--- src/ao_bus_pkg.sv ---
// ----------------------------------------
// Register bus widths and word types
// Accesses are whole 32-bit words only
// ----------------------------------------

package ao_bus_pkg;

  // Bus widths
  localparam int unsigned ADDR_W = 32;
  localparam int unsigned DATA_W = 32;

  typedef logic [ADDR_W-1:0] addr_t;
  typedef logic [DATA_W-1:0] data_t;

  // Word offset inside one peripheral, address bits 3:2
  localparam int unsigned REG_OFS_LSB = 2;
  localparam int unsigned REG_OFS_W   = 2;

endpackage : ao_bus_pkg

--- src/ao_periph_pkg.sv ---
// ----------------------------------------
// Peripheral map on address bits 9:8
// Other address bits are not decoded
// ----------------------------------------

package ao_periph_pkg;

  localparam int unsigned PERIPH_SEL_LSB = 8;
  localparam int unsigned PERIPH_SEL_W   = 2;

  typedef enum logic [PERIPH_SEL_W-1:0] {
    SOC_CTRL  = 2'd0,
    FAST_INTR = 2'd1,
    GPIO      = 2'd2,
    UNMAPPED  = 2'd3
  } periph_sel_e;

  // SoC control word offsets
  localparam logic [1:0] EXIT_VALID_OFS  = 2'd0;
  localparam logic [1:0] EXIT_VALUE_OFS  = 2'd1;
  localparam logic [1:0] BOOT_SEL_OFS    = 2'd2;
  localparam logic [1:0] INSTANCE_ID_OFS = 2'd3;

  // Fast interrupt word offsets
  localparam logic [1:0] FI_PENDING_OFS = 2'd0;
  localparam logic [1:0] FI_ENABLE_OFS  = 2'd1;

  // GPIO word offsets
  localparam logic [1:0] GPIO_IN_OFS      = 2'd0;
  localparam logic [1:0] GPIO_OUT_OFS     = 2'd1;
  localparam logic [1:0] GPIO_EN_OFS      = 2'd2;
  localparam logic [1:0] GPIO_INTR_EN_OFS = 2'd3;

  localparam int unsigned NUM_FAST_INTR = 16;
  localparam int unsigned GPIO_W        = 8;

endpackage : ao_periph_pkg

--- src/ao_reg_bus_if.sv ---
// ----------------------------------------
// Wishbone classic, one word per access
// Device answers with one-cycle ack or err
// ----------------------------------------

`timescale 1ns/1ps

interface ao_reg_bus_if
  import ao_bus_pkg::*;
();

  logic  cyc;
  logic  stb;
  logic  we;
  addr_t adr;
  data_t dat_w;
  data_t dat_r;
  logic  ack;
  logic  err;

  modport host (
    output cyc, stb, we, adr, dat_w,
    input  dat_r, ack, err
  );

  modport device (
    input  cyc, stb, we, adr, dat_w,
    output dat_r, ack, err
  );

endinterface : ao_reg_bus_if

--- src/ao_bus_arbiter.sv ---
// ----------------------------------------
// Round-robin arbiter for one access at a time
// Grant lands one cycle after the request
// ----------------------------------------

`timescale 1ns/1ps

module ao_bus_arbiter
  import ao_bus_pkg::*;
#(
  parameter int unsigned NUM_REQ = 2
) (
  input  logic                clk_i,
  input  logic                rst_i,
  input  logic  [NUM_REQ-1:0] req_cyc_i,
  input  logic  [NUM_REQ-1:0] req_stb_i,
  input  logic  [NUM_REQ-1:0] req_we_i,
  input  addr_t [NUM_REQ-1:0] req_adr_i,
  input  data_t [NUM_REQ-1:0] req_dat_i,
  output data_t [NUM_REQ-1:0] req_dat_o,
  output logic  [NUM_REQ-1:0] req_ack_o,
  output logic  [NUM_REQ-1:0] req_err_o,
  ao_reg_bus_if.host          bus_o
);

  localparam int unsigned IDX_W = (NUM_REQ > 1) ? $clog2(NUM_REQ) : 1;

  logic [NUM_REQ-1:0] req_valid;
  logic [NUM_REQ-1:0] granted;
  logic               busy_q;
  logic [IDX_W-1:0]   gnt_q;
  logic [IDX_W-1:0]   last_q;
  logic [IDX_W-1:0]   next_idx;
  logic               done;

  assign req_valid = req_cyc_i & req_stb_i;
  assign done      = bus_o.ack || bus_o.err;

  // Walk down so the first requester after last_q wins
  always_comb begin
    int cand;
    next_idx = last_q;
    for (int i = NUM_REQ; i >= 1; i--) begin
      cand = (int'(last_q) + i) % NUM_REQ;
      if (req_valid[cand]) begin
        next_idx = IDX_W'(cand);
      end
    end
  end

  always_ff @(posedge clk_i) begin
    if (rst_i) begin
      busy_q <= 1'b0;
      gnt_q  <= '0;
      last_q <= IDX_W'(NUM_REQ - 1);
    end else if (!busy_q) begin
      if (|req_valid) begin
        busy_q <= 1'b1;
        gnt_q  <= next_idx;
      end
    end else if (done) begin
      busy_q <= 1'b0;
      last_q <= gnt_q;
    end
  end

  // Granted request straight onto the shared bus
  assign bus_o.cyc   = busy_q && req_cyc_i[gnt_q];
  assign bus_o.stb   = busy_q && req_stb_i[gnt_q];
  assign bus_o.we    = req_we_i[gnt_q];
  assign bus_o.adr   = req_adr_i[gnt_q];
  assign bus_o.dat_w = req_dat_i[gnt_q];

  for (genvar g = 0; g < NUM_REQ; g++) begin : gen_rsp
    assign granted[g]   = busy_q && (gnt_q == IDX_W'(g));
    assign req_ack_o[g] = granted[g] && bus_o.ack;
    assign req_err_o[g] = granted[g] && bus_o.err;
    assign req_dat_o[g] = granted[g] ? bus_o.dat_r : '0;
  end

  // Responses only while a grant is held
  assert property (@(posedge clk_i) disable iff (rst_i)
    done |-> busy_q);

  // Granted request held steady until the response
  assert property (@(posedge clk_i) disable iff (rst_i)
    (busy_q && !done) |=> $stable(gnt_q) && $stable(bus_o.adr) &&
                          $stable(bus_o.we) && $stable(bus_o.dat_w));

endmodule : ao_bus_arbiter

--- src/ao_periph_decoder.sv ---
// ----------------------------------------
// Routes by address bits 9:8
// Unmapped field answers err one cycle late
// ----------------------------------------

`timescale 1ns/1ps

module ao_periph_decoder
  import ao_bus_pkg::*;
  import ao_periph_pkg::*;
(
  input  logic         clk_i,
  input  logic         rst_i,
  ao_reg_bus_if.device bus_i,
  ao_reg_bus_if.host   soc_o,
  ao_reg_bus_if.host   fi_o,
  ao_reg_bus_if.host   gpio_o
);

  periph_sel_e sel;
  logic        err_q;

  assign sel = periph_sel_e'(bus_i.adr[PERIPH_SEL_LSB +: PERIPH_SEL_W]);

  // Everything but stb fans out to all peripherals
  assign soc_o.cyc    = bus_i.cyc;
  assign soc_o.stb    = bus_i.stb && (sel == SOC_CTRL);
  assign soc_o.we     = bus_i.we;
  assign soc_o.adr    = bus_i.adr;
  assign soc_o.dat_w  = bus_i.dat_w;

  assign fi_o.cyc     = bus_i.cyc;
  assign fi_o.stb     = bus_i.stb && (sel == FAST_INTR);
  assign fi_o.we      = bus_i.we;
  assign fi_o.adr     = bus_i.adr;
  assign fi_o.dat_w   = bus_i.dat_w;

  assign gpio_o.cyc   = bus_i.cyc;
  assign gpio_o.stb   = bus_i.stb && (sel == GPIO);
  assign gpio_o.we    = bus_i.we;
  assign gpio_o.adr   = bus_i.adr;
  assign gpio_o.dat_w = bus_i.dat_w;

  // One-cycle err pulse for the hole in the map
  always_ff @(posedge clk_i) begin
    if (rst_i) begin
      err_q <= 1'b0;
    end else begin
      err_q <= bus_i.cyc && bus_i.stb && (sel == UNMAPPED) && !err_q;
    end
  end

  always_comb begin
    bus_i.dat_r = '0;
    bus_i.ack   = 1'b0;
    bus_i.err   = err_q;
    case (sel)
      SOC_CTRL: begin
        bus_i.dat_r = soc_o.dat_r;
        bus_i.ack   = soc_o.ack;
        bus_i.err   = soc_o.err;
      end
      FAST_INTR: begin
        bus_i.dat_r = fi_o.dat_r;
        bus_i.ack   = fi_o.ack;
        bus_i.err   = fi_o.err;
      end
      GPIO: begin
        bus_i.dat_r = gpio_o.dat_r;
        bus_i.ack   = gpio_o.ack;
        bus_i.err   = gpio_o.err;
      end
      default: ;
    endcase
  end

  assert property (@(posedge clk_i) disable iff (rst_i) !(bus_i.ack && bus_i.err));

endmodule : ao_periph_decoder

--- src/ao_soc_ctrl.sv ---
// ----------------------------------------
// Exit status, boot select and instance id
// ----------------------------------------

`timescale 1ns/1ps

module ao_soc_ctrl
  import ao_bus_pkg::*;
  import ao_periph_pkg::*;
(
  input  logic         clk_i,
  input  logic         rst_i,
  ao_reg_bus_if.device bus_i,
  input  data_t        xheep_instance_id_i,
  input  logic         boot_select_i,
  output logic         exit_valid_o,
  output data_t        exit_value_o
);

  logic                 ack_q;
  logic                 access;
  logic [REG_OFS_W-1:0] ofs;
  data_t                rdata;
  data_t                rdata_q;

  assign access = bus_i.cyc && bus_i.stb && !ack_q;
  assign ofs    = bus_i.adr[REG_OFS_LSB +: REG_OFS_W];

  always_comb begin
    case (ofs)
      EXIT_VALID_OFS:  rdata = data_t'(exit_valid_o);
      EXIT_VALUE_OFS:  rdata = exit_value_o;
      BOOT_SEL_OFS:    rdata = data_t'(boot_select_i);
      INSTANCE_ID_OFS: rdata = xheep_instance_id_i;
      default:         rdata = '0;
    endcase
  end

  always_ff @(posedge clk_i) begin
    if (rst_i) begin
      ack_q        <= 1'b0;
      exit_valid_o <= 1'b0;
      exit_value_o <= '0;
    end else begin
      ack_q <= access;
      if (access && bus_i.we && ofs == EXIT_VALID_OFS) begin
        exit_valid_o <= bus_i.dat_w[0];
      end
      if (access && bus_i.we && ofs == EXIT_VALUE_OFS) begin
        exit_value_o <= bus_i.dat_w;
      end
    end
  end

  // Read word captured with the ack
  always_ff @(posedge clk_i) begin
    if (access) begin
      rdata_q <= rdata;
    end
  end

  assign bus_i.ack   = ack_q;
  assign bus_i.err   = 1'b0;
  assign bus_i.dat_r = rdata_q;

  assert property (@(posedge clk_i) disable iff (rst_i)
    bus_i.ack |-> $past(bus_i.cyc && bus_i.stb));

endmodule : ao_soc_ctrl

--- src/ao_fast_intr_ctrl.sv ---
// ----------------------------------------
// Level inputs latch into pending bits
// A high input wins over a clear
// ----------------------------------------

`timescale 1ns/1ps

module ao_fast_intr_ctrl
  import ao_bus_pkg::*;
  import ao_periph_pkg::*;
(
  input  logic                     clk_i,
  input  logic                     rst_i,
  ao_reg_bus_if.device             bus_i,
  input  logic [NUM_FAST_INTR-1:0] fast_intr_i,
  output logic [NUM_FAST_INTR-1:0] fast_intr_o
);

  logic                     ack_q;
  logic                     access;
  logic [REG_OFS_W-1:0]     ofs;
  logic [NUM_FAST_INTR-1:0] pending_q;
  logic [NUM_FAST_INTR-1:0] enable_q;
  logic [NUM_FAST_INTR-1:0] clr;
  data_t                    rdata_q;

  assign access = bus_i.cyc && bus_i.stb && !ack_q;
  assign ofs    = bus_i.adr[REG_OFS_LSB +: REG_OFS_W];

  // Write-one-to-clear mask
  assign clr = (access && bus_i.we && ofs == FI_PENDING_OFS) ?
               bus_i.dat_w[NUM_FAST_INTR-1:0] : '0;

  always_ff @(posedge clk_i) begin
    if (rst_i) begin
      ack_q     <= 1'b0;
      pending_q <= '0;
      enable_q  <= '0;
    end else begin
      ack_q     <= access;
      pending_q <= (pending_q & ~clr) | fast_intr_i;
      if (access && bus_i.we && ofs == FI_ENABLE_OFS) begin
        enable_q <= bus_i.dat_w[NUM_FAST_INTR-1:0];
      end
    end
  end

  always_ff @(posedge clk_i) begin
    if (access) begin
      case (ofs)
        FI_PENDING_OFS: rdata_q <= data_t'(pending_q);
        FI_ENABLE_OFS:  rdata_q <= data_t'(enable_q);
        default:        rdata_q <= '0;
      endcase
    end
  end

  assign fast_intr_o = pending_q & enable_q;

  assign bus_i.ack   = ack_q;
  assign bus_i.err   = 1'b0;
  assign bus_i.dat_r = rdata_q;

  assert property (@(posedge clk_i) disable iff (rst_i)
    bus_i.ack |-> $past(bus_i.cyc && bus_i.stb));

endmodule : ao_fast_intr_ctrl

--- src/ao_gpio.sv ---
// ----------------------------------------
// 8-bit GPIO, inputs pass two sync flops
// Level interrupt, no edge detection
// ----------------------------------------

`timescale 1ns/1ps

module ao_gpio
  import ao_bus_pkg::*;
  import ao_periph_pkg::*;
(
  input  logic              clk_i,
  input  logic              rst_i,
  ao_reg_bus_if.device      bus_i,
  input  logic [GPIO_W-1:0] cio_gpio_i,
  output logic [GPIO_W-1:0] cio_gpio_o,
  output logic [GPIO_W-1:0] cio_gpio_en_o,
  output logic [GPIO_W-1:0] intr_gpio_o
);

  logic                 ack_q;
  logic                 access;
  logic                 wr_en;
  logic [REG_OFS_W-1:0] ofs;
  logic [GPIO_W-1:0]    sync_q1;
  logic [GPIO_W-1:0]    sync_q2;
  logic [GPIO_W-1:0]    intr_en_q;
  data_t                rdata_q;

  assign access = bus_i.cyc && bus_i.stb && !ack_q;
  assign wr_en  = access && bus_i.we;
  assign ofs    = bus_i.adr[REG_OFS_LSB +: REG_OFS_W];

  always_ff @(posedge clk_i) begin
    if (rst_i) begin
      ack_q         <= 1'b0;
      sync_q1       <= '0;
      sync_q2       <= '0;
      cio_gpio_o    <= '0;
      cio_gpio_en_o <= '0;
      intr_en_q     <= '0;
    end else begin
      ack_q   <= access;
      sync_q1 <= cio_gpio_i;
      sync_q2 <= sync_q1;
      if (wr_en && ofs == GPIO_OUT_OFS) begin
        cio_gpio_o <= bus_i.dat_w[GPIO_W-1:0];
      end
      if (wr_en && ofs == GPIO_EN_OFS) begin
        cio_gpio_en_o <= bus_i.dat_w[GPIO_W-1:0];
      end
      if (wr_en && ofs == GPIO_INTR_EN_OFS) begin
        intr_en_q <= bus_i.dat_w[GPIO_W-1:0];
      end
    end
  end

  // GPIO_IN is read-only, writes to it are dropped
  always_ff @(posedge clk_i) begin
    if (access) begin
      case (ofs)
        GPIO_IN_OFS:      rdata_q <= data_t'(sync_q2);
        GPIO_OUT_OFS:     rdata_q <= data_t'(cio_gpio_o);
        GPIO_EN_OFS:      rdata_q <= data_t'(cio_gpio_en_o);
        GPIO_INTR_EN_OFS: rdata_q <= data_t'(intr_en_q);
        default:          rdata_q <= '0;
      endcase
    end
  end

  assign intr_gpio_o = sync_q2 & intr_en_q;

  assign bus_i.ack   = ack_q;
  assign bus_i.err   = 1'b0;
  assign bus_i.dat_r = rdata_q;

  assert property (@(posedge clk_i) disable iff (rst_i)
    bus_i.ack |-> $past(bus_i.cyc && bus_i.stb));

endmodule : ao_gpio

--- src/ao_peripheral_subsystem.sv ---
// ----------------------------------------
// System port is requester 0, SPC ports 1+
// Uncontended ack or err after 2 cycles
// ----------------------------------------

`timescale 1ns/1ps

module ao_peripheral_subsystem
  import ao_bus_pkg::*;
  import ao_periph_pkg::*;
#(
  parameter int unsigned NUM_SPC = 1
) (
  input  logic                     clk_i,
  input  logic                     rst_i,

  // System bus port
  input  logic                     sys_cyc_i,
  input  logic                     sys_stb_i,
  input  logic                     sys_we_i,
  input  addr_t                    sys_adr_i,
  input  data_t                    sys_dat_i,
  output data_t                    sys_dat_o,
  output logic                     sys_ack_o,
  output logic                     sys_err_o,

  // Co-processor ports
  input  logic  [NUM_SPC-1:0]      spc_cyc_i,
  input  logic  [NUM_SPC-1:0]      spc_stb_i,
  input  logic  [NUM_SPC-1:0]      spc_we_i,
  input  addr_t [NUM_SPC-1:0]      spc_adr_i,
  input  data_t [NUM_SPC-1:0]      spc_dat_i,
  output data_t [NUM_SPC-1:0]      spc_dat_o,
  output logic  [NUM_SPC-1:0]      spc_ack_o,
  output logic  [NUM_SPC-1:0]      spc_err_o,

  // SoC control
  input  data_t                    xheep_instance_id_i,
  input  logic                     boot_select_i,
  output logic                     exit_valid_o,
  output data_t                    exit_value_o,

  // Fast interrupts
  input  logic [NUM_FAST_INTR-1:0] fast_intr_i,
  output logic [NUM_FAST_INTR-1:0] fast_intr_o,

  // GPIO
  input  logic [GPIO_W-1:0]        cio_gpio_i,
  output logic [GPIO_W-1:0]        cio_gpio_o,
  output logic [GPIO_W-1:0]        cio_gpio_en_o,
  output logic [GPIO_W-1:0]        intr_gpio_o
);

  localparam int unsigned NUM_REQ = NUM_SPC + 1;

  data_t [NUM_REQ-1:0] req_dat_o;
  logic  [NUM_REQ-1:0] req_ack_o;
  logic  [NUM_REQ-1:0] req_err_o;

  ao_reg_bus_if arb_bus  ();
  ao_reg_bus_if soc_bus  ();
  ao_reg_bus_if fi_bus   ();
  ao_reg_bus_if gpio_bus ();

  // Responses split back to the system and SPC ports
  assign sys_dat_o = req_dat_o[0];
  assign sys_ack_o = req_ack_o[0];
  assign sys_err_o = req_err_o[0];
  assign spc_dat_o = req_dat_o[NUM_REQ-1:1];
  assign spc_ack_o = req_ack_o[NUM_REQ-1:1];
  assign spc_err_o = req_err_o[NUM_REQ-1:1];

  ao_bus_arbiter #(
    .NUM_REQ (NUM_REQ)
  ) i_ao_bus_arbiter (
    .clk_i     (clk_i),
    .rst_i     (rst_i),
    .req_cyc_i ({spc_cyc_i, sys_cyc_i}),
    .req_stb_i ({spc_stb_i, sys_stb_i}),
    .req_we_i  ({spc_we_i, sys_we_i}),
    .req_adr_i ({spc_adr_i, sys_adr_i}),
    .req_dat_i ({spc_dat_i, sys_dat_i}),
    .req_dat_o (req_dat_o),
    .req_ack_o (req_ack_o),
    .req_err_o (req_err_o),
    .bus_o     (arb_bus)
  );

  ao_periph_decoder i_ao_periph_decoder (
    .clk_i  (clk_i),
    .rst_i  (rst_i),
    .bus_i  (arb_bus),
    .soc_o  (soc_bus),
    .fi_o   (fi_bus),
    .gpio_o (gpio_bus)
  );

  ao_soc_ctrl i_ao_soc_ctrl (
    .clk_i               (clk_i),
    .rst_i               (rst_i),
    .bus_i               (soc_bus),
    .xheep_instance_id_i (xheep_instance_id_i),
    .boot_select_i       (boot_select_i),
    .exit_valid_o        (exit_valid_o),
    .exit_value_o        (exit_value_o)
  );

  ao_fast_intr_ctrl i_ao_fast_intr_ctrl (
    .clk_i       (clk_i),
    .rst_i       (rst_i),
    .bus_i       (fi_bus),
    .fast_intr_i (fast_intr_i),
    .fast_intr_o (fast_intr_o)
  );

  ao_gpio i_ao_gpio (
    .clk_i         (clk_i),
    .rst_i         (rst_i),
    .bus_i         (gpio_bus),
    .cio_gpio_i    (cio_gpio_i),
    .cio_gpio_o    (cio_gpio_o),
    .cio_gpio_en_o (cio_gpio_en_o),
    .intr_gpio_o   (intr_gpio_o)
  );

endmodule : ao_peripheral_subsystem

--- config.mk ---
export PLATFORM = sky130hd
export DESIGN_NAME = ao_peripheral_subsystem
export DESIGN_NICKNAME = d
export VERILOG_FILES = /design/src/ao_bus_pkg.sv /design/src/ao_periph_pkg.sv /design/src/ao_reg_bus_if.sv /design/src/ao_bus_arbiter.sv /design/src/ao_periph_decoder.sv /design/src/ao_soc_ctrl.sv /design/src/ao_fast_intr_ctrl.sv /design/src/ao_gpio.sv /design/src/ao_peripheral_subsystem.sv
export SDC_FILE = /design/constraint.sdc
export NUM_CORES = 1
export LEC_CHECK = 0
export ABC_AREA = 1
export BUFFER_PORTS_ARGS = -buffer_cell sky130_fd_sc_hd__buf_2
export CAP_MARGIN = 20
export CORE_ASPECT_RATIO = 1.4
export CORE_MARGIN = 1
export CORE_UTILIZATION = 40
export CTS_CLUSTER_DIAMETER = 150
export DETAILED_ROUTE_END_ITERATION = 10
export PLACE_DENSITY = 0.68
export REMOVE_ABC_BUFFERS = 1
export SYNTH_ARGS = -nofsm -noshare
export SYNTH_HDL_FRONTEND = slang
export SYNTH_SLANG_ARGS = --single-unit
--- constraint.sdc ---
create_clock -name clk_i -period 2.3 [get_ports clk_i]
set_clock_uncertainty 0.2 [all_clocks]
set_input_delay 0.23 -clock clk_i [delete_from_list [all_inputs] [get_ports clk_i]]
set_output_delay 0.23 -clock clk_i [all_outputs]
set_load 0.1 [all_outputs]
==> reports/metrics.yaml <==
synthesis.area_um2: 8110
top_layer: "met4"
seq_area_um2: 3930
yosysWarnings: 0
insertion_delay_ps: 430
synth_compound_area_share_pct: 6.83
antenna_cells: 0
startpoint: "i_ao_bus_arbiter.gnt_q$_SDFFE_PP0P_"
post_dp_cell_area_um2: 11000
p_per_area_nw_per_um2: 567
avgSynthCellArea_um2: 7.16
synth_top_area_share_pct: 27.6
cts-root-buf: "clkbuf_16"
whs_ps: 0.122
drt-pass1-iter-count: 5
initial_core_util_pct: 40.9
clkPwrFrac_pct: 37.7
reg2reg_from: "i_ao_bus_arbiter.gnt_q$_SDFFE_PP0P_"
wl_met1_um: 11000
row_count: 61
htree_levels: 4
violations: "negative setup slack"
numCtsBuffers: 17
clk_path_buf_depth: 2
reg2reg_depth: 12
dieArea_um2: 20900
core_um2: 19800
grt_max_degree: 91
synth_cell_types: 25
yosysSeqAreaShare_pct: 48.4
wl_met3_um: 1980
synth.area.mux_share_pct: 0
drc: 0
rsz0062_at_grt: "true"
final_hold_viol_count: 0
io-pin-count: 334
synth_seq_cells: 168
cp_max_fo: 6
nets: 1699
leakagePower_nw: 6.37
p_int_w: 0.00536
ir_drop_v: 0.000407
syn2layout_area_growth_pct: 67.2
multi_input_area_um2: 4130
synth_top_family_by_area: "simple AND/OR/NAND/NOR gates"
cap_violations: 0
period_minus_slack_ps: 2440
yosys.area.top_type: "dfxtp_1"
crit_required_ps: 1870
routabilityCongestion: 0.808
vias_per_cell: 5.15
status: "finished with violations"
start_kind: "flop"
post_drt_wl_per_cell_um: 17.4
final_util_pct: 68.3
grt_usage_pct: 28.0
die_h_um: 170
cts_sinks: 168
tns_ps: -3660
timing.final.ws_setup_ps: -137
dp_hpwl_um: 18400
antenna_found_initial: 0
hold_class: "in -> reg"
tightest_slew_ps: 518
cp.arrival_ps: 2010
switching_share_pct: 30.4
synth_fa_ha_area_share_pct: 0
fin_crit_sh_pct: 106
final_area_um2: 13600
end_kind: "output port"
grt-ovfl-total: 0
setup_viol: 57
vias: 9126
seqPwrFrac_pct: 40.7
drt_iter0_markers: 622
num-fill-cells: 1573
endpoint: "spc_dat_o[9]"
reg2reg_to: "i_ao_soc_ctrl.exit_value_o[24]$_SDFFE_PP0P_"
synthSimpleGateAreaFrac_pct: 34.9
port-buffer-count: 277
cts_tree: "done"
drive_gt1_share_pct: 33.0
first_global_vias: 8612
synthTopCellsByArea: "dfxtp_1 (28%), edfxtp_1 (21%), nand2_1 (20%), nand4_1 (6.4%), inv_1 (5.7%)"
p_sw_w: 0.00234
hold_start: "spc_dat_i[29]"
r2r_slack_ps: 10
holdPathStages: 5
place_ws_ps: -30.4
drtAntennaViolNets: 0
synthXorXnorAreaFrac_pct: 0
final-max-slew-violation-count: 0
syn_inst: 1132
fmax_ghz: 0.410
relSlewSlack_pct: 65.2
dr_wl_met2_um: 16900
grt_first_pass_wirelength_um: 44700
clkSlewWorstSetupHoldPaths_ps: 70
dieWidth_um: 122
wirelength_um: 30900
comb_power_share_pct: 21.6
crit_type: "reg -> out"
==> cell usage in the layout (no fill, tap or decap), types with 2 or more instances in the layout <==
cell type | Yosys | layout
nand2_1 | 438 | 413
buf_2 | 21 | 209
dfxtp_1 | 112 | 110
inv_1 | 124 | 98
dlygate4sd3_1 | 0 | 87
nand4_1 | 83 | 83
buf_12 | 0 | 80
a21oi_1 | 75 | 75
edfxtp_1 | 56 | 56
nor2_1 | 72 | 53
nor3_4 | 0 | 31
inv_2 | 2 | 25
nor2_4 | 2 | 24
clkbuf_16 | 0 | 24
buf_4 | 6 | 24
nand2_2 | 6 | 21
buf_6 | 1 | 13
o21ai_1 | 11 | 11
nand3_1 | 22 | 10
o21ai_0 | 9 | 9
nand2_4 | 0 | 8
a22o_1 | 8 | 8
nand3_2 | 0 | 7
nand3_4 | 0 | 5
inv_4 | 0 | 4
buf_8 | 0 | 4
inv_8 | 0 | 3
clkinv_4 | 0 | 3
inv_6 | 0 | 3
nand2_8 | 0 | 2
nor2_8 | 2 | 2
clkinvlp_4 | 0 | 2
==> per-layer routing <==
layer	track usage, %	vias to the layer above
met3	4.05	71
met1	30.4	4255
met4	11.3	0
met5	0	-
li1	-	4384
met2	53.3	416
==> sequential cells by signal (all words and copies together), names as in the netlist, 16 cells and up <==
register                         count
i_ao_fast_intr_ctrl.enable_q        16
i_ao_soc_ctrl.exit_value_o          32
i_ao_soc_ctrl.bus_i.dat_r           32
i_ao_fast_intr_ctrl.bus_i.dat_r     16
i_ao_fast_intr_ctrl.pending_q       16
==> cell type report <==
type | instances | area share, %
Multi-Input combinational cell | 766 | 30.4
Clock buffer | 20 | 3.45
Timing Repair Buffer | 424 | 30.1
Inverter | 129 | 3.73
Clock inverter | 12 | 0.978
Sequential cell | 168 | 29.0
Tap cell | 252 | 2.32
==> power by group through the flow <==
stage / Clock (W) / Sequential, W / Combinational, W
after floorplan: 0 / 0.00321 / 0.000630
after global placement: 0 / 0.00320 / 0.00120
after detailed placement: 0 / 0.00320 / 0.00121
after CTS: 0.00294 / 0.00313 / 0.00150
after global routing: 0.00306 / 0.00314 / 0.00175
final: 0.00290 / 0.00313 / 0.00166
==> through the flow <==
| stage | std cells | power, W |
|---|---|---|
| 2_1_floorplan | 1062 | 0.00384 |
| 3_3_place_gp | 1633 | 0.00439 |
| 3_5_place_dp | 1633 | 0.00441 |
| 4_1_cts | 1763 | 0.00757 |
| 5_1_grt | 1771 | 0.00796 |
| 6_report | 1771 | 0.00769 |
==> worst max-delay path, cell delays in order (launching register included) <==
cell and delay, ps:
dfxtp_4 370, nand2_1 60, o21ai_1 70, buf_4 170, nor2_4 200, buf_6 170
a22o_1 160, inv_2 70, nor2_4 100, buf_12 180
==> cell usage after synthesis <==
| master | instances |
|---|---|
| a21oi_1 | 75 |
| a22o_1 | 8 |
| a311oi_1 | 1 |
| buf_1 | 7 |
| buf_2 | 21 |
| buf_4 | 6 |
| buf_6 | 1 |
| clkbuf_1 | 35 |
| clkinv_1 | 3 |
| dfxtp_1 | 112 |
| edfxtp_1 | 56 |
| inv_1 | 124 |
| inv_2 | 2 |
| nand2_1 | 438 |
| nand2_2 | 6 |
| nand3_1 | 22 |
| nand4_1 | 83 |
| nor2_1 | 72 |
| nor2_2 | 3 |
| nor2_4 | 2 |
| nor2_8 | 2 |
| nor3_1 | 32 |
| nor4_1 | 1 |
| o21ai_0 | 9 |
| o21ai_1 | 11 |
==> how the worst min path moves through the flow <==
stage | slack, ps | end
2_1_floorplan | 100 | i_ao_fast_intr_ctrl.enable_q[0]$_SDFFE_PP0P_
3_3_place_gp | 190 | i_ao_gpio.sync_q2[2]$_SDFF_PP0_
3_5_place_dp | 200 | i_ao_gpio.sync_q2[2]$_SDFF_PP0_
4_1_cts | 0.05 | i_ao_bus_arbiter.gnt_q$_SDFFE_PP0P_
5_1_grt | 30 | i_ao_periph_decoder.err_q$_SDFF_PP0_
6_report | 0.1 | i_ao_soc_ctrl.exit_value_o[29]$_SDFFE_PP0P_
==> kinds of logic after synthesis <==
| logic type | Yosys count |
|---|---|
| AO/OA/AOI/OAI | 104 |
| AND/OR/NAND/NOR | 661 |
| buffers and inverters | 199 |
| flip-flops | 168 |
==> timing repair <==
item | in CTS | in global routing
endpoints found under the hold margin | 72 | 0
cloned | 2 | 7
hold buffers | 87 | 0
buffers inserted | 10 | 2
endpoints found under the setup margin | 80 | 148
pin swaps | 15 | 25
gates resized for setup | 142 | 77
No activity file was read; power rests on OpenSTA's default activity.
